`src/hw/mem_op_pkg.sv`:
```
`default_nettype none

package mem_op_pkg;

  // ##############################
  // Packet opcodes.
  // ##############################

  typedef enum logic [4:0] {
    LW        = 5'd0,
    LH        = 5'd1,
    LB        = 5'd2,
    LHU       = 5'd3,
    LBU       = 5'd4,
    LM        = 5'd5,
    SW        = 5'd6,
    SH        = 5'd7,
    SB        = 5'd8,
    SM        = 5'd9,
    AMOSWAP_W = 5'd10,
    AMOADD_W  = 5'd11,
    AMOXOR_W  = 5'd12,
    AMOAND_W  = 5'd13,
    AMOOR_W   = 5'd14,
    AMOMIN_W  = 5'd15,
    AMOMAX_W  = 5'd16,
    AMOMINU_W = 5'd17,
    AMOMAXU_W = 5'd18
  } mem_opcode_e;

  // ##############################
  // Opcode classes.
  // ##############################

  function automatic logic is_load(mem_opcode_e op);
    return op inside {LW, LH, LB, LHU, LBU, LM};
  endfunction

  function automatic logic is_store(mem_opcode_e op);
    return op inside {SW, SH, SB, SM};
  endfunction

  // Atomics read then write the same word.
  function automatic logic is_atomic(mem_opcode_e op);
    return op inside {AMOSWAP_W, AMOADD_W, AMOXOR_W, AMOAND_W, AMOOR_W,
                      AMOMIN_W, AMOMAX_W, AMOMINU_W, AMOMAXU_W};
  endfunction

endpackage

`default_nettype wire

```
`src/hw/mem_word_pkg.sv`:
```
`default_nettype none

package mem_word_pkg;

  // ##############################
  // Data word geometry.
  // ##############################

  localparam int data_width_c = 32;
  localparam int mask_width_c = data_width_c / 8;

  // One memory word, seen as byte lanes or as halfword lanes.
  typedef union packed {
    logic [mask_width_c-1:0][7:0]    bytes;
    logic [mask_width_c/2-1:0][15:0] halves;
  } mem_word_u;

endpackage

`default_nettype wire
```
`src/hw/mem_bus_if.sv`:
```
`timescale 1ns/1ns
`default_nettype none

interface mem_bus_if
  import mem_word_pkg::*;
  #(parameter int addr_width_p = 10)
  ();

  logic                          req;
  logic                          we;
  logic                          lock;
  // Word address, the byte offset is dropped.
  logic [addr_width_p-3:0]       addr;
  logic [data_width_c-1:0]       wdata;
  logic [mask_width_c-1:0]       wmask;
  logic                          gnt;
  logic [data_width_c-1:0]       rdata;

  modport client (
    output req, we, lock, addr, wdata, wmask,
    input  gnt, rdata
  );

  modport arbiter (
    input  req, we, lock, addr, wdata, wmask,
    output gnt, rdata
  );

  modport memory (
    input  req, we, addr, wdata, wmask,
    output gnt, rdata
  );

endinterface

`default_nettype wire

```
`src/hw/port_engine.sv`:
```
`timescale 1ns/1ns
`default_nettype none

module port_engine
  import mem_op_pkg::*;
  import mem_word_pkg::*;
  #(parameter int addr_width_p = 10)
  (
    input  logic                    clk_i,
    input  logic                    reset_i,

    input  logic                    v_i,
    input  mem_opcode_e             opcode_i,
    input  logic [addr_width_p-1:0] addr_i,
    input  logic [data_width_c-1:0] data_i,
    input  logic [mask_width_c-1:0] mask_i,
    output logic                    ready_o,

    output logic                    v_o,
    output logic [data_width_c-1:0] data_o,
    input  logic                    yumi_i,

    mem_bus_if.client               bus_o
  );

  typedef enum logic [2:0] {
    st_idle,
    st_read,
    st_wait,
    st_write,
    st_resp
  } state_e;

  state_e state_r, state_n;

  // Accepted packet.
  mem_opcode_e             op_r;
  logic [addr_width_p-1:0] addr_r;
  logic [data_width_c-1:0] data_r;
  logic [mask_width_c-1:0] mask_r;

  // Load value, old word of an atomic, or zero for a store.
  logic [data_width_c-1:0] result_r;

  logic                    accept;
  mem_word_u               store_word;
  logic [mask_width_c-1:0] store_mask;
  mem_word_u               rd_word;
  logic [7:0]              byte_sel;
  logic [15:0]             half_sel;
  logic [data_width_c-1:0] load_mask;
  logic [data_width_c-1:0] load_word;
  logic [data_width_c-1:0] amo_word;

  assign accept  = v_i & ready_o;
  assign ready_o = (state_r == st_idle);
  assign v_o     = (state_r == st_resp);
  assign data_o  = result_r;

  // ##############################
  // State machine.
  // ##############################

  always_comb begin
    state_n = state_r;
    case (state_r)
      st_idle: begin
        if (v_i) begin
          state_n = is_store(opcode_i) ? st_write : st_read;
        end
      end
      st_read: begin
        if (bus_o.gnt) begin
          state_n = st_wait;
        end
      end
      st_wait: begin
        state_n = is_atomic(op_r) ? st_write : st_resp;
      end
      st_write: begin
        if (bus_o.gnt) begin
          state_n = st_resp;
        end
      end
      st_resp: begin
        if (yumi_i) begin
          state_n = st_idle;
        end
      end
      default: state_n = st_idle;
    endcase
  end

  always_ff @(posedge clk_i) begin
    if (reset_i) begin
      state_r <= st_idle;
    end else begin
      state_r <= state_n;
    end
  end

  always_ff @(posedge clk_i) begin
    if (accept) begin
      op_r   <= opcode_i;
      addr_r <= addr_i;
      data_r <= data_i;
      mask_r <= mask_i;
    end
  end

  always_ff @(posedge clk_i) begin
    if (accept) begin
      result_r <= '0;
    end else if (state_r == st_wait) begin
      result_r <= is_atomic(op_r) ? bus_o.rdata : load_word;
    end
  end

  // ##############################
  // Store lanes.
  // ##############################

  always_comb begin
    store_word = data_r;
    store_mask = mask_r;
    case (op_r)
      SW: store_mask = '1;
      SH: begin
        store_word.halves = {2{data_r[15:0]}};
        store_mask        = 4'b0011 << {addr_r[1], 1'b0};
      end
      SB: begin
        store_word.bytes = {4{data_r[7:0]}};
        store_mask       = 4'b0001 << addr_r[1:0];
      end
      default: store_mask = mask_r;
    endcase
  end

  // ##############################
  // Load extraction.
  // ##############################

  assign rd_word  = bus_o.rdata;
  assign byte_sel = rd_word.bytes[addr_r[1:0]];
  assign half_sel = rd_word.halves[addr_r[1]];

  always_comb begin
    for (int i = 0; i < mask_width_c; i++) begin
      load_mask[8*i+:8] = {8{mask_r[i]}};
    end
  end

  always_comb begin
    case (op_r)
      LW:      load_word = bus_o.rdata;
      LH:      load_word = {{16{half_sel[15]}}, half_sel};
      LB:      load_word = {{24{byte_sel[7]}}, byte_sel};
      LHU:     load_word = {16'b0, half_sel};
      LBU:     load_word = {24'b0, byte_sel};
      LM:      load_word = bus_o.rdata & load_mask;
      default: load_word = '0;
    endcase
  end

  // ##############################
  // Atomic update.
  // ##############################

  // The old word sits in result_r once the read returns.
  always_comb begin
    case (op_r)
      AMOSWAP_W: amo_word = data_r;
      AMOADD_W:  amo_word = data_r + result_r;
      AMOXOR_W:  amo_word = data_r ^ result_r;
      AMOAND_W:  amo_word = data_r & result_r;
      AMOOR_W:   amo_word = data_r | result_r;
      AMOMIN_W:  amo_word = ($signed(data_r) < $signed(result_r)) ? data_r : result_r;
      AMOMAX_W:  amo_word = ($signed(data_r) > $signed(result_r)) ? data_r : result_r;
      AMOMINU_W: amo_word = (data_r < result_r) ? data_r : result_r;
      AMOMAXU_W: amo_word = (data_r > result_r) ? data_r : result_r;
      default:   amo_word = result_r;
    endcase
  end

  // ##############################
  // Bus side.
  // ##############################

  assign bus_o.req   = (state_r == st_read) | (state_r == st_write);
  assign bus_o.we    = (state_r == st_write);
  // Lock spans the read, the gap and the write of an atomic.
  assign bus_o.lock  = is_atomic(op_r)
                       & ((state_r == st_read) | (state_r == st_wait)
                          | (state_r == st_write));
  assign bus_o.addr  = addr_r[addr_width_p-1:2];
  assign bus_o.wdata = is_atomic(op_r) ? amo_word : store_word;
  assign bus_o.wmask = is_atomic(op_r) ? '1 : store_mask;

endmodule

`default_nettype wire

```
`src/flat_wrapper.sv`:
```
// flat-port wrapper written by rule: the top's interface ports become plain ports
module port_engine_flat import mem_op_pkg::*; import mem_word_pkg::*;
#(parameter int addr_width_p = 10)
  (clk_i, reset_i, v_i, opcode_i, addr_i, data_i, mask_i, ready_o, v_o, data_o, yumi_i, bus_o_req, bus_o_we, bus_o_lock, bus_o_addr, bus_o_wdata, bus_o_wmask, bus_o_gnt, bus_o_rdata);
  mem_bus_if #(.addr_width_p(addr_width_p)) bus_o_i ();
  input  logic clk_i;
  input  logic reset_i;
  input  logic v_i;
  input  mem_opcode_e opcode_i;
  input  logic [addr_width_p-1:0] addr_i;
  input  logic [data_width_c-1:0] data_i;
  input  logic [mask_width_c-1:0] mask_i;
  output logic ready_o;
  output logic v_o;
  output logic [data_width_c-1:0] data_o;
  input  logic yumi_i;
  output wire logic [$bits(bus_o_i.req)-1:0] bus_o_req;
  output wire logic [$bits(bus_o_i.we)-1:0] bus_o_we;
  output wire logic [$bits(bus_o_i.lock)-1:0] bus_o_lock;
  output wire logic [$bits(bus_o_i.addr)-1:0] bus_o_addr;
  output wire logic [$bits(bus_o_i.wdata)-1:0] bus_o_wdata;
  output wire logic [$bits(bus_o_i.wmask)-1:0] bus_o_wmask;
  input wire logic [$bits(bus_o_i.gnt)-1:0] bus_o_gnt;
  input wire logic [$bits(bus_o_i.rdata)-1:0] bus_o_rdata;
  assign bus_o_req = bus_o_i.req;
  assign bus_o_we = bus_o_i.we;
  assign bus_o_lock = bus_o_i.lock;
  assign bus_o_addr = bus_o_i.addr;
  assign bus_o_wdata = bus_o_i.wdata;
  assign bus_o_wmask = bus_o_i.wmask;
  assign bus_o_i.gnt = bus_o_gnt;
  assign bus_o_i.rdata = bus_o_rdata;
  port_engine #(.addr_width_p(addr_width_p)) u_core (.clk_i(clk_i), .reset_i(reset_i), .v_i(v_i), .opcode_i(opcode_i), .addr_i(addr_i), .data_i(data_i), .mask_i(mask_i), .ready_o(ready_o), .v_o(v_o), .data_o(data_o), .yumi_i(yumi_i), .bus_o(bus_o_i));
endmodule
```
`config.mk`:
```
export PLATFORM = sky130hd
export DESIGN_NAME = port_engine_flat
export DESIGN_NICKNAME = d
export VERILOG_FILES = /design/src/hw/mem_op_pkg.sv /design/src/hw/mem_word_pkg.sv /design/src/hw/mem_bus_if.sv /design/src/hw/port_engine.sv /design/src/flat_wrapper.sv
export SDC_FILE = /design/constraint.sdc
export NUM_CORES = 1
export LEC_CHECK = 0
export ABC_AREA = 1
export BUFFER_PORTS_ARGS = -buffer_cell sky130_fd_sc_hd__buf_2
export CORE_UTILIZATION = 40
export DETAILED_ROUTE_END_ITERATION = 10
export PLACE_DENSITY = 0.6
export SLEW_MARGIN = 20
export SYNTH_ARGS = -nofsm -noshare
export SYNTH_HDL_FRONTEND = slang
export SYNTH_SLANG_ARGS = --single-unit
```
`constraint.sdc`:
```
create_clock -name clk_i -period 2.7 [get_ports clk_i]
set_input_delay 0.135 -clock clk_i [delete_from_list [all_inputs] [get_ports clk_i]]
set_output_delay 0.135 -clock clk_i [all_outputs]
set_load 0.005 [all_outputs]
```
==> out/metrics.cfg <==
[yosys]
syn_area_sq_mm=0.0110
synth-main-ff-cell=edfxtp_1
synth.top_cells.by_area=nand2_1 14%, edfxtp_1 14%, ha_1 11%
synth_top_area_share_pct=14.3
synth-seq-cells=86
synth_area_leader_cell=nand2_1
syn-num-nets=1985
synth_edf_count=51
ys_seq_area_share_pct=20.2
yosysWarnings=0
synth_area_per_cell_sq_um=6.13
synthArstFlopShare_pct=0
synthCells=1800
synth_cell_types=51

[sta]
fmax_mhz=312
setup_viol=32
fin_worst_skew_ns=0.0120
maxSlewHeadroom_pct=43.0
final.setup.tns_ns=-14.46
slew_viol_final=0
layout_min_cycle_time_ns=3.21
worst_slack_ns=-0.508
period_share_pct=119
hold_viol=0
worstMarginPinSlew_ns=0.848
rsz0062_at_grt=yes

[clock_network]
cts-root-buf=clkbuf_16
numCtsBuffers=9
tritoncts=built
clock-sinks=86
clkLatencyLatePin_ns=0.35
cts_max_level=3
path_clk_slew_ns=0.07
clockBufferDepth=2

[final_layout]
drive_gt1_share_pct=30.1
antenna_cells=0
area_delta_synth_final_pct=45.3
nets=2444
n_fill_cell=2584

[detailed_routing]
vias_per_cell=5.82
antenna_left=0
dr.pass1.iters=6
route.detailed.drc=0
dr_total_vias=15167
finalWirelength_microns=56500
drt_first_iter_violations=1858
routedWlPerCell_microns=21.7

[die]
chipWidth_microns=168
fp.dieArea_sq_mm=0.0283
num_rows=60
initial_core_util_pct=40.8
die_y_microns=168
coreArea_sq_mm=0.0270
ios=169

[min_path]
worstHoldStart=data_i[22]
hp-class=in2reg
hold-path-endpoint=u_core.data_r[22]$_DFFE_PP_
hold_depth=1

[global_routing]
antenna_found_initial=1
grt_max_degree=84
grt_usage_pct=38.9
overflow=0
grt_pass1_vias=14214
grt_pass1_wl_microns=83200

[power_and_ir_drop]
intPower_mw=4.61
p_leak_nw=7.65
netSwitchingPower_mw=4.05
power.density_mw_per_mm2=540
ir_drop_mv=0.583
pwr-share-seq_pct=19.9
combPwrFrac_pct=64.8
total_power_mw=8.66
swShare_pct=46.8
clkPwrFrac_pct=15.3

[outcome]
violations=negative setup slack
status=finished, violations left

[setup_path]
cp.required_ns=2.57
critPathMaxFanout=8
rr_endpoint=u_core.data_o[23]$_SDFFE_PP0P_
path_cells=inv_2, ha_4, inv_1, a21oi_1, nand2_1, nand2_1, nand2_2, a21oi_4, buf_6, nand3_4, nand2_8, nand2_8, clkbuf_16, nand2_2, nand3_1, nand2_1, nor2_1, nor2_1, buf_2
cp-end-kind=primary output
cpPeakStageDelay_ns=0.40
cp-start-kind=flop
reg2reg_depth=8
slowest_stage=edfxtp_1
crit_path_frequent_cell=nand2_1
r2r-start=u_core.op_r[4]$_DFFE_PP_
critPathLaunch=u_core.data_r[27]$_DFFE_PP_
worst-r2r-setup-slack_ns=0.17
crit_arrival_ns=3.07
path_class=reg2out

[place]
port_buffers=168
place_congestion=1.04
hpwl_microns=42500

[flow_run]
max_cap_viol_count=0

kinds of logic after synthesis:
group / Yosys count / synth area share (%)
AND/OR/NAND/NOR: 906 / 35.3
buffers and inverters: 290 / 11.0
AO/OA/AOI/OAI: 421 / 22.4
adder cells (fa/ha/maj): 97 / 11.1
flip-flops: 86 / 20.2
cells in the mapped netlist (4+ instances only):
cell        n
nand2_1   419
nor2_1    212
nand3_1   198
inv_1     180
a21oi_1   178
o21ai_0    98
ha_1       96
edfxtp_1   51
clkbuf_1   48
o22ai_1    40
dfxtp_1    35
a211oi_1   28
buf_2      28
o211ai_1   28
a221oi_1   22
nand4_1    19
nor3_1     18
buf_4      12
nand3b_1   11
inv_2       8
buf_6       5
nand2_2     5
clkbuf_2    4
nor4_1      4
o21a_1      4
or2_2       4
repair_timing:
item | CTS | global route
resized for setup | 112 | 72
hold buffers | 48 | 0
hold endpoints to repair | 50 | 0
setup buffers | 25 | 7
pin swaps | 24 | 38
endpoints found under the setup margin | 32 | 32
cloned | 2 | 2
stage by stage:
step / worst slack, ns / cells / utilization [%] / cell area (sq um) / hold slack (ns)
after CTS: -0.390 / 2597 / 58.2 / 15700 / 0.00126
after detailed placement: -0.252 / 2507 / 52.6 / 14200 / 0.313
after global placement: -0.210 / 2507 / 52.6 / 14200 / 0.311
final: -0.508 / 2605 / 59.3 / 16000 / 0.00636
after floorplan: 0.224 / 1800 / - / 11000 / 0.204
after global routing: -0.614 / 2605 / 59.3 / 16000 / 0.00419
layout by cell type (no fill, tap or decap), drive strengths merged, types with 2 or more instances in the layout:
cell type	Yosys	final
nor3	21	21
a221oi	22	22
a211oi	28	28
nor2	215	215
o21bai	3	3
dfxtp	35	35
clkbuf	52	11
o2111ai	2	2
nand3	201	201
inv	188	190
or2	4	4
clkinv	3	6
o21ai	100	100
o211ai	30	30
o31ai	2	2
nor4	4	4
nand2	427	427
nand4	21	21
a21oi	179	179
edfxtp	51	51
o221ai	2	2
dlygate4sd3	0	48
a31oi	3	3
o21a	4	4
buf	47	497
a21o	3	3
o22ai	40	40
ha	96	96
nand3b	11	11
critical path, delay by kind of cell (launching register included):
family	cells	cell delay (ns)
compound gates	2	0.37
simple gates	11	0.92
buf+inv	5	0.68
flops	1	0.40
fa+ha+maj	1	0.32
sequential cells by signal (all words and copies together), names as in the netlist:
register	cells
u_core.op_r	5
u_core.data_r	32
u_core.addr_r	10
u_core.mask_r	4
u_core.state_r	3
u_core.data_o	32
power by group through the flow:
stage	logic [mW]	registers [mW]	clock network, mW
after floorplan	2.50	1.75	0
after global placement	4.66	1.73	0
after detailed placement	4.69	1.73	0
after CTS	5.16	1.71	1.34
after global routing	5.97	1.73	1.38
final	5.61	1.72	1.33
worst max-delay path by stage:
stage,to,cells after the start
after CTS,bus_o_wdata[5],20
after floorplan,bus_o_wdata[15],16
after global routing,bus_o_wdata[23],16
after global placement,bus_o_wdata[11],18
final,bus_o_wdata[16],19
after detailed placement,bus_o_wdata[11],18
final cells by class:
class	count	area, sq um	share of cell area, %
Multi-Input combinational cell	1424	8220	51.2
Timing Repair Buffer	547	4120	25.7
Sequential cell	86	2240	14.0
Inverter	191	726	4.53
Tap cell	341	427	2.66
Clock buffer	9	225	1.40
Clock inverter	7	80.1	0.499
layer usage:
layer  share of wire [%]  GRT usage [%]  vias up
met5               0.018              0        -
met2                  43           59.3     1031
met4                 4.2           15.6        2
met3                  13           8.84      156
met1                  40           52.8     6933
li1                    -              -     7045
No activity file was read; power rests on OpenSTA's default activity.
