===== src/hw/mem_word_pkg.sv =====
`default_nettype none

package mem_word_pkg;

  // ##############################
  // Data word geometry.
  // ##############################

  localparam int data_width_c = 32;
  localparam int mask_width_c = data_width_c / 8;

  // One memory word, seen as byte lanes or as halfword lanes.
  typedef union packed {
    logic [mask_width_c-1:0][7:0]    bytes;
    logic [mask_width_c/2-1:0][15:0] halves;
  } mem_word_u;

endpackage

`default_nettype wire

===== src/hw/mem_bus_if.sv =====
`timescale 1ns/1ns
`default_nettype none

interface mem_bus_if
  import mem_word_pkg::*;
  #(parameter int addr_width_p = 10)
  ();

  logic                          req;
  logic                          we;
  logic                          lock;
  // Word address, the byte offset is dropped.
  logic [addr_width_p-3:0]       addr;
  logic [data_width_c-1:0]       wdata;
  logic [mask_width_c-1:0]       wmask;
  logic                          gnt;
  logic [data_width_c-1:0]       rdata;

  modport client (
    output req, we, lock, addr, wdata, wmask,
    input  gnt, rdata
  );

  modport arbiter (
    input  req, we, lock, addr, wdata, wmask,
    output gnt, rdata
  );

  modport memory (
    input  req, we, addr, wdata, wmask,
    output gnt, rdata
  );

endinterface

`default_nettype wire


===== src/hw/bus_arbiter.sv =====
`timescale 1ns/1ns
`default_nettype none

module bus_arbiter
  import mem_word_pkg::*;
  #(parameter int addr_width_p = 10)
  (
    input  logic        clk_i,
    input  logic        reset_i,
    mem_bus_if.arbiter  cli0_i,
    mem_bus_if.arbiter  cli1_i,
    mem_bus_if.client   mem_o
  );

  // Priority bit set means client 1 wins a tie.
  logic prio_r;
  logic lock_v_r;
  logic lock_owner_r;

  logic hold;
  logic sel;
  logic granted;

  logic                    sel_we;
  logic                    sel_lock;
  logic [addr_width_p-3:0] sel_addr;
  logic [data_width_c-1:0] sel_wdata;
  logic [mask_width_c-1:0] sel_wmask;

  // The lock holds only while its owner keeps lock raised.
  assign hold = lock_v_r & (lock_owner_r ? cli1_i.lock : cli0_i.lock);

  always_comb begin
    if (hold) begin
      sel = lock_owner_r;
    end else if (cli0_i.req & cli1_i.req) begin
      sel = prio_r;
    end else begin
      sel = cli1_i.req;
    end
  end

  always_comb begin
    if (sel) begin
      sel_we    = cli1_i.we;
      sel_lock  = cli1_i.lock;
      sel_addr  = cli1_i.addr;
      sel_wdata = cli1_i.wdata;
      sel_wmask = cli1_i.wmask;
    end else begin
      sel_we    = cli0_i.we;
      sel_lock  = cli0_i.lock;
      sel_addr  = cli0_i.addr;
      sel_wdata = cli0_i.wdata;
      sel_wmask = cli0_i.wmask;
    end
  end

  assign mem_o.req   = sel ? cli1_i.req : cli0_i.req;
  assign mem_o.we    = sel_we;
  assign mem_o.lock  = sel_lock;
  assign mem_o.addr  = sel_addr;
  assign mem_o.wdata = sel_wdata;
  assign mem_o.wmask = sel_wmask;

  assign granted    = mem_o.req & mem_o.gnt;
  assign cli0_i.gnt = granted & ~sel;
  assign cli1_i.gnt = granted & sel;

  assign cli0_i.rdata = mem_o.rdata;
  assign cli1_i.rdata = mem_o.rdata;

  always_ff @(posedge clk_i) begin
    if (reset_i) begin
      prio_r       <= 1'b0;
      lock_v_r     <= 1'b0;
      lock_owner_r <= 1'b0;
    end else if (granted) begin
      prio_r       <= ~sel;
      lock_v_r     <= sel_lock;
      lock_owner_r <= sel;
    end else begin
      lock_v_r     <= hold;
    end
  end

endmodule

`default_nettype wire


===== src/flat_wrapper.sv =====
// flat-port wrapper written by rule: the top's interface ports become plain ports
module bus_arbiter_flat import mem_word_pkg::*;
#(parameter int addr_width_p = 10)
  (clk_i, reset_i, cli0_i_req, cli0_i_we, cli0_i_lock, cli0_i_addr, cli0_i_wdata, cli0_i_wmask, cli0_i_gnt, cli0_i_rdata, cli1_i_req, cli1_i_we, cli1_i_lock, cli1_i_addr, cli1_i_wdata, cli1_i_wmask, cli1_i_gnt, cli1_i_rdata, mem_o_req, mem_o_we, mem_o_lock, mem_o_addr, mem_o_wdata, mem_o_wmask, mem_o_gnt, mem_o_rdata);
  mem_bus_if #(.addr_width_p(addr_width_p)) cli0_i_i ();
  mem_bus_if #(.addr_width_p(addr_width_p)) cli1_i_i ();
  mem_bus_if #(.addr_width_p(addr_width_p)) mem_o_i ();
  input  logic clk_i;
  input  logic reset_i;
  input wire logic [$bits(cli0_i_i.req)-1:0] cli0_i_req;
  input wire logic [$bits(cli0_i_i.we)-1:0] cli0_i_we;
  input wire logic [$bits(cli0_i_i.lock)-1:0] cli0_i_lock;
  input wire logic [$bits(cli0_i_i.addr)-1:0] cli0_i_addr;
  input wire logic [$bits(cli0_i_i.wdata)-1:0] cli0_i_wdata;
  input wire logic [$bits(cli0_i_i.wmask)-1:0] cli0_i_wmask;
  output wire logic [$bits(cli0_i_i.gnt)-1:0] cli0_i_gnt;
  output wire logic [$bits(cli0_i_i.rdata)-1:0] cli0_i_rdata;
  input wire logic [$bits(cli1_i_i.req)-1:0] cli1_i_req;
  input wire logic [$bits(cli1_i_i.we)-1:0] cli1_i_we;
  input wire logic [$bits(cli1_i_i.lock)-1:0] cli1_i_lock;
  input wire logic [$bits(cli1_i_i.addr)-1:0] cli1_i_addr;
  input wire logic [$bits(cli1_i_i.wdata)-1:0] cli1_i_wdata;
  input wire logic [$bits(cli1_i_i.wmask)-1:0] cli1_i_wmask;
  output wire logic [$bits(cli1_i_i.gnt)-1:0] cli1_i_gnt;
  output wire logic [$bits(cli1_i_i.rdata)-1:0] cli1_i_rdata;
  output wire logic [$bits(mem_o_i.req)-1:0] mem_o_req;
  output wire logic [$bits(mem_o_i.we)-1:0] mem_o_we;
  output wire logic [$bits(mem_o_i.lock)-1:0] mem_o_lock;
  output wire logic [$bits(mem_o_i.addr)-1:0] mem_o_addr;
  output wire logic [$bits(mem_o_i.wdata)-1:0] mem_o_wdata;
  output wire logic [$bits(mem_o_i.wmask)-1:0] mem_o_wmask;
  input wire logic [$bits(mem_o_i.gnt)-1:0] mem_o_gnt;
  input wire logic [$bits(mem_o_i.rdata)-1:0] mem_o_rdata;
  assign cli0_i_i.req = cli0_i_req;
  assign cli0_i_i.we = cli0_i_we;
  assign cli0_i_i.lock = cli0_i_lock;
  assign cli0_i_i.addr = cli0_i_addr;
  assign cli0_i_i.wdata = cli0_i_wdata;
  assign cli0_i_i.wmask = cli0_i_wmask;
  assign cli0_i_gnt = cli0_i_i.gnt;
  assign cli0_i_rdata = cli0_i_i.rdata;
  assign cli1_i_i.req = cli1_i_req;
  assign cli1_i_i.we = cli1_i_we;
  assign cli1_i_i.lock = cli1_i_lock;
  assign cli1_i_i.addr = cli1_i_addr;
  assign cli1_i_i.wdata = cli1_i_wdata;
  assign cli1_i_i.wmask = cli1_i_wmask;
  assign cli1_i_gnt = cli1_i_i.gnt;
  assign cli1_i_rdata = cli1_i_i.rdata;
  assign mem_o_req = mem_o_i.req;
  assign mem_o_we = mem_o_i.we;
  assign mem_o_lock = mem_o_i.lock;
  assign mem_o_addr = mem_o_i.addr;
  assign mem_o_wdata = mem_o_i.wdata;
  assign mem_o_wmask = mem_o_i.wmask;
  assign mem_o_i.gnt = mem_o_gnt;
  assign mem_o_i.rdata = mem_o_rdata;
  bus_arbiter #(.addr_width_p(addr_width_p)) u_core (.clk_i(clk_i), .reset_i(reset_i), .cli0_i(cli0_i_i), .cli1_i(cli1_i_i), .mem_o(mem_o_i));
endmodule

===== config.mk =====
export PLATFORM = sky130hd
export DESIGN_NAME = bus_arbiter_flat
export DESIGN_NICKNAME = d
export VERILOG_FILES = /design/src/hw/mem_word_pkg.sv /design/src/hw/mem_bus_if.sv /design/src/hw/bus_arbiter.sv /design/src/flat_wrapper.sv
export SDC_FILE = /design/constraint.sdc
export NUM_CORES = 1
export LEC_CHECK = 0
export ABC_AREA = 1
export BUFFER_PORTS_ARGS = -buffer_cell sky130_fd_sc_hd__clkbuf_2
export CAP_MARGIN = 0
export CORE_AREA = 2 2 93 95
export CTS_BUF_LIST = sky130_fd_sc_hd__clkbuf_8
export CTS_CLUSTER_SIZE = 20
export DETAILED_ROUTE_END_ITERATION = 7
export DIE_AREA = 0 0 95 97
export GPL_ROUTABILITY_DRIVEN = 1
export GPL_TIMING_DRIVEN = 0
export PLACE_DENSITY_LB_ADDON = 0.15
export SLEW_MARGIN = 0
export SYNTH_ARGS = -nofsm -noshare
export SYNTH_HDL_FRONTEND = slang
export SYNTH_SLANG_ARGS = --single-unit

===== constraint.sdc =====
create_clock -name clk_i -period 3.65 [get_ports clk_i]
set_clock_uncertainty 0.05 [all_clocks]
set_input_delay 0.73 -clock clk_i [delete_from_list [all_inputs] [get_ports clk_i]]
set_output_delay 0.73 -clock clk_i [all_outputs]
set_load 0.005 [all_outputs]

==> results of run 1 <==
==> cell families (layout without fill, tap and decap cells) <==
kind of cell / count (synthesis) / in the layout / share of synthesized area (%)
AND/OR/NAND/NOR: 157 / 157 / 48.18
AO/OA/AOI/OAI: 4 / 4 / 2.050
flip-flops: 3 / 3 / 4.474
buffers and inverters: 83 / 296 / 45.29
==> sequential cells by signal, indices dropped and copies added, names as in the netlist <==
signal and cells:
u_core.lock_owner_r 1, u_core.lock_v_r 1, u_core.prio_r 1
==> final cells by class <==
cell class | count | area, um^2
Clock buffer | 3 | 41.29
Inverter | 10 | 40.04
Sequential cell | 3 | 60.06
Clock inverter | 1 | 3.754
Multi-Input combinational cell | 161 | 674.4
Buffer | 73 | 568.0
Fill cell | 951 | 5569
Tap cell | 105 | 131.4
Timing Repair Buffer | 209 | 1046
==> worst register-to-register path: cells and delay by family, from the launching register on <==
kind	cells	cell delay, ns
simple gates	6	0.54
flops	1	0.42
buf+inv	2	0.18
compound gates	1	0.04
==> report_power, final <==
part	internal, W	switching, W	total (W)
clock	0.0000716	0.0000222	0.0000938
sequential	0.0000351	0.00000191	0.0000370
combinational	0.000180	0.000137	0.000317
total	0.000286	0.000161	0.000447
==> layout by cell type, fill, tap and decap left out, drive strengths merged <==
master	instances
clkbuf	212
a21oi	2
and2	1
nand4	1
inv	11
dfxtp	3
nor2	4
o21ai	2
buf	73
nand2	145
nand3	6
==> stage by stage <==
stage / std cells / util [%] / total power (W) / hold WS (ns)
after global placement: 561 / 30.98 / 0.0003592 / 0.4066
after CTS: 565 / 31.53 / 0.0004574 / 0.4299
after floorplan: 247 / - / 0.0001992 / 0.3889
after detailed placement: 561 / 30.98 / 0.0003610 / 0.4146
after global routing: 565 / 31.53 / 0.0004965 / 0.4554
final: 565 / 31.53 / 0.0004474 / 0.4228
==> metal layers <==
layer | GRT usage [%] | vias up | part of all wire [%]
met1 | 10.84 | 861 | 31
met5 | 0 | - | 0
met2 | 24.00 | 114 | 57
met3 | 1.947 | 4 | 11
li1 | - | 1099 | -
met4 | 1.449 | 0 | 0.59
==> final timing paths <==
kind,from,to,slack (ns),cells past startpoint
max,cli1_i_lock,mem_o_addr[3],1.07,11
min,u_core.prio_r,u_core.prio_r,0.42,2
max reg2reg,u_core.lock_owner_r,u_core.lock_owner_r,2.30,9
min reg2reg,u_core.prio_r,u_core.prio_r,0.42,2
==> flow_summary_export.csv, run 1 <==
group,metric,value,unit
logic_synthesis,yosys.area.top_type,"buf_4",
pwr,powerDensity,174.4,nW/um^2
setup_path,critPathKind,"input port to primary output",
logic_synthesis,synth_edf_count,0,
pwr,peakVddDrop,0.0001102,V
setup_path,critPathMaxFanout,10,
detailed_routing,drcViolationCount,0,
global_routing,groute.usage.overall,11.23,%
layout,n_antenna_cell,0,
clock_tree,clk_latency,0.22,ns
place,placement.io_buffers,209,
clock_tree,cts_root_buf,"clkbuf_8",
floorplan,die_x,95,um
timing,post-route-min-period,2.584,ns
clock_tree,ctsHoldBuffers,0,
setup_path,crit_path_frequent_cell,"nand2_1",
timing,worstMarginPinSlew,0.2094,ns
floorplan,initial_core_util,16.51,%
clock_tree,cts.path.max_buffers,2,
floorplan,die_h,97,um
logic_synthesis,synthArstFlopShare,0,%
timing,finalHoldViolations,0,
setup_path,slowest_delay,0.22,ns
detailed_routing,vias,2078,
timing,rsz0062_at_grt,"no",
floorplan,rows,33,
place,dp_hpwl,5075,um
place,place_area,2520,um^2
timing,timing.final.setup_violations,0,
clock_tree,numCtsBuffers,3,
setup_path,crit_required,2.87,ns
pwr,leakage,1.783,nW
min_path,hold_path_class,"flip-flop to flip-flop",
global_routing,grt_max_degree,11,
setup_path,end_kind,"primary output",
layout,drive_gt1_share,65.87,%
global_routing,grt_pass1_wl,8500,um
logic_synthesis,yosys-top-cells-area,"buf_4 37%, nand2_1 37%, nand2_2 5.1%",
logic_synthesis,synth_common_cells,"133 x nand2_1, 67 x buf_4, 11 x nand2_2",
floorplan,num_io_pins,242,
detailed_routing,wl_per_cell,9.881,um
logic_synthesis,yosysMostFrequentCell,"nand2_1",
detailed_routing,vias_per_cell,3.678,
logic_synthesis,yosysWarningCount,0,
logic_synthesis,syn_area,1343,um^2
clock_tree,cts_setup_buffers,0,
timing,report.final.slew_viol_count,0,
setup_path,startpoint_type,"input port",
clock_tree,cts_tree,"built",
logic_synthesis,syn_inst,247,
timing,fin_ws,1.066,ns
global_routing,grt_pass1_vias,1942,
logic_synthesis,synth_cell_types,20,
timing,timing.final.crit_share,70.79,%
logic_synthesis,synth.top_cell.area_share,37.47,%
logic_synthesis,synth_nets,376,
timing,relSlewSlack,86.02,%
setup_path,crit_buf_inv,5,
layout,nNetsFinal,590,
logic_synthesis,yosys_most_used_dff,"dfxtp_1",
clock_tree,htreeDepth,1,
detailed_routing,final_antenna_net_count,0,
clock_tree,cts.sink_count,3,
setup_path,crit_family,"buffers and inverters",
detailed_routing,dr.first_iter.drc_count,19,
global_routing,antenna_found_initial,0,
place,pre_cts_ws,1.014,ns
layout,syn2layout_area_growth,91.05,%
setup_path,slowest_stage,"buf_2",
layout,final_cell_area,2565,um^2
status,status,"finished, final reports clean",
detailed_routing,routed_wl,5583,um
timing,tns,0,ns
clock_tree,ctsResizeCount,0,
floorplan,core_area,8134,um^2
setup_path,critical_path_arrival,1.80,ns
clock_tree,clkSlewWorstSetupHoldPaths,0.03,ns
detailed_routing,dr.pass1.iters,4,
global_routing,overflow,0,
run,drv_cap,0,
logic_synthesis,ys_seq_area_share,4.473,%
logic_synthesis,avgSynthCellArea,5.435,um^2
logic_synthesis,ys_ff_latch,3,
place,gp_congestion,0.7714,
setup_path,path_cells,"clkbuf_2 -> inv_1 -> nand2_1 -> nand3_2 -> nand2_2 -> nand2_4 -> inv_4 -> buf_2 -> nand2_1 -> nand2_1 -> clkbuf_2",
timing,max_freq,387.0,MHz
floorplan,dieArea,9215,um^2
Note: power is estimated with default switching activity, not from simulation.
==> run 2: changes to the inputs <==
--- a/config.mk
+++ b/config.mk
@@ -8,11 +8,11 @@
 export ABC_AREA = 1
 export BUFFER_PORTS_ARGS = -buffer_cell sky130_fd_sc_hd__clkbuf_2
 export CAP_MARGIN = 0
-export CORE_AREA = 2 2 93 95
+export CORE_AREA = 2 2 94 96
 export CTS_BUF_LIST = sky130_fd_sc_hd__clkbuf_8
 export CTS_CLUSTER_SIZE = 20
 export DETAILED_ROUTE_END_ITERATION = 7
-export DIE_AREA = 0 0 95 97
+export DIE_AREA = 0 0 96 98
 export GPL_ROUTABILITY_DRIVEN = 1
 export GPL_TIMING_DRIVEN = 0
 export PLACE_DENSITY_LB_ADDON = 0.15
==> constraint.sdc (replaced) <==
create_clock -name clk_i -period 2.5 [get_ports clk_i]
set_clock_uncertainty 0.05 [all_clocks]
set_input_delay 0.5 -clock clk_i [delete_from_list [all_inputs] [get_ports clk_i]]
set_output_delay 0.5 -clock clk_i [all_outputs]
set_load 0.005 [all_outputs]
==> flow_summary_export.csv, run 2 (synthesized netlist as in run 1, its figures left out) <==
group,metric,value,unit
setup_path,slowest_stage,"dfxtp_1",
clock_tree,clkSlewWorstSetupHoldPaths,0.03,ns
detailed_routing,dr.first_iter.drc_count,37,
global_routing,grt_max_degree,11,
detailed_routing,vias_per_cell,3.555,
timing,max_freq,459.0,MHz
timing,timing.final.setup_violations,0,
setup_path,critPathKind,"flip-flop to primary output",
pwr,peakVddDrop,0.0001319,V
setup_path,crit_required,1.95,ns
global_routing,grt_pass1_wl,7686,um
pwr,switchingPower,0.0002351,W
layout,nFillCells,967,
detailed_routing,vias,2019,
place,gp_congestion,0.7946,
floorplan,initial_core_util,15.86,%
clock_tree,cts.path.max_buffers,2,
place,dp_hpwl,4854,um
setup_path,critical_path_arrival,1.63,ns
layout,mostFrequentLayoutCell,"clkbuf_2",
layout,drive_gt1_share,65.87,%
pwr,clkPwrFrac,20.7,%
setup_path,startpoint_type,"flip-flop",
place,placement.io_buffers,209,
detailed_routing,final_antenna_net_count,0,
clock_tree,ctsHoldBuffers,0,
pwr,leakage,1.783,nW
timing,relSlewSlack,86.22,%
global_routing,overflow,0,
timing,worstMarginPinSlew,0.2064,ns
detailed_routing,drcViolationCount,0,
timing,timing.final.crit_share,87.14,%
clock_tree,cts_root_buf,"clkbuf_8",
layout,multi_input_area,674.4,um^2
detailed_routing,wl_per_cell,9.521,um
setup_path,path_cells,"inv_2 -> nand2_1 -> nand3_2 -> nand2_2 -> nand2_4 -> inv_4 -> buf_2 -> nand2_1 -> nand2_1 -> clkbuf_2",
clock_tree,numCtsBuffers,3,
pwr,p_int,0.0004179,W
pwr,comb_power_share,71.0,%
layout,regArea,60.06,um^2
run,drv_cap,0,
timing,tns,0,ns
floorplan,die_h,98,um
floorplan,core_area,8466,um^2
clock_tree,clk_latency,0.21,ns
timing,post-route-min-period,2.179,ns
global_routing,grt_pass1_vias,1732,
layout,final_cell_area,2569,um^2
clock_tree,htreeDepth,1,
floorplan,rows,34,
setup_path,crit_path_frequent_cell,"nand2_1",
floorplan,num_io_pins,242,
place,place_area,2524,um^2
status,status,"finished, final reports clean",
timing,report.final.slew_viol_count,0,
detailed_routing,routed_wl,5408,um
floorplan,dieArea,9408,um^2
pwr,pwr-share-seq,8.3,%
timing,rsz0062_at_grt,"no",
setup_path,end_kind,"primary output",
clock_tree,ctsResizeCount,0,
global_routing,antenna_found_initial,0,
clock_tree,cts_setup_buffers,0,
global_routing,groute.usage.overall,10.06,%
setup_path,slowest_delay,0.42,ns
layout,n_antenna_cell,0,
clock_tree,cts.sink_count,3,
setup_path,critPathMaxFanout,10,
clock_tree,cts_tree,"built",
layout,syn2layout_area_growth,91.33,%
pwr,switching_share,36.00,%
pwr,powerDensity,254.2,nW/um^2
layout,reg_top3,"u_core.lock_owner_r: 1 flops, u_core.lock_v_r: 1 flops, u_core.prio_r: 1 flops",
floorplan,die_x,96,um
layout,final_cell_mix,"209 x clkbuf_2, 133 x nand2_1, 67 x buf_4, 11 x nand2_2, 9 x inv_1",
layout,nNetsFinal,590,
min_path,hold_path_class,"flip-flop to flip-flop",
timing,finalHoldViolations,0,
detailed_routing,dr.pass1.iters,4,
## run 2: cell counts in the layout (fill, tap and decap cells not counted)
Identical to the previous run, type by type.
## run 2: path summary, 6_finish.rpt
check,start,end,slack (ns),depth (start not counted)
max,u_core.lock_owner_r,mem_o_wdata[1],0.32,10
min,u_core.prio_r,u_core.prio_r,0.41,2
max reg2reg,u_core.lock_owner_r,u_core.lock_owner_r,1.14,9
min reg2reg,u_core.prio_r,u_core.prio_r,0.41,2
## run 2: layout make-up
cell class / count / area share (%)
timing repair buffer: 209 / 40.72
inverter: 10 / 1.559
clock buffer: 3 / 1.607
multi-input combinational: 161 / 26.25
tap: 108 / 5.261
sequential: 3 / 2.338
buffer: 73 / 22.11
clock inverter: 1 / 0.1461
## run 2: routing by layer
layer  wire length (um)  vias up  global-route usage [%]
li1                   -     1099                       -
met1               1943      819                   10.62
met2               2970       99                   20.62
met3                486        2                   1.157
met4                  8        0                   1.648
met5                  0        -                       0
## run 2: per-stage QoR
step	setup WS (ns)	instances	power (W)	hold WS, ns	util, %
finish	0.3214	568	0.0006531	0.4127	30.34
global route	0.05520	568	0.0007226	0.4255	30.34
CTS	0.2648	568	0.0006694	0.4174	30.34
detailed placement	0.3067	564	0.0005286	0.4121	29.81
global placement	0.3077	564	0.0005258	0.4025	29.81
floorplan	0.6987	247	0.0002908	0.3889	-
## run 2: worst max-delay path, delay by kind of cell (launching register included)
family	cells	cell delay [ns]
and+or+nand+nor	6	0.44
buffers and inverters	4	0.54
DFF	1	0.42
## run 2: power by group through the flow
| stage | combinational (W) | sequential [W] | clock [W] |
|---|---|---|---|
| 3_5_place_dp | 0.000474 | 0.0000547 | 0 |
| 5_1_grt | 0.000522 | 0.0000546 | 0.000146 |
| 6_report | 0.000464 | 0.0000540 | 0.000135 |
| 2_1_floorplan | 0.000237 | 0.0000539 | 0 |
| 3_3_place_gp | 0.000471 | 0.0000545 | 0 |
| 4_1_cts | 0.000476 | 0.0000541 | 0.000140 |
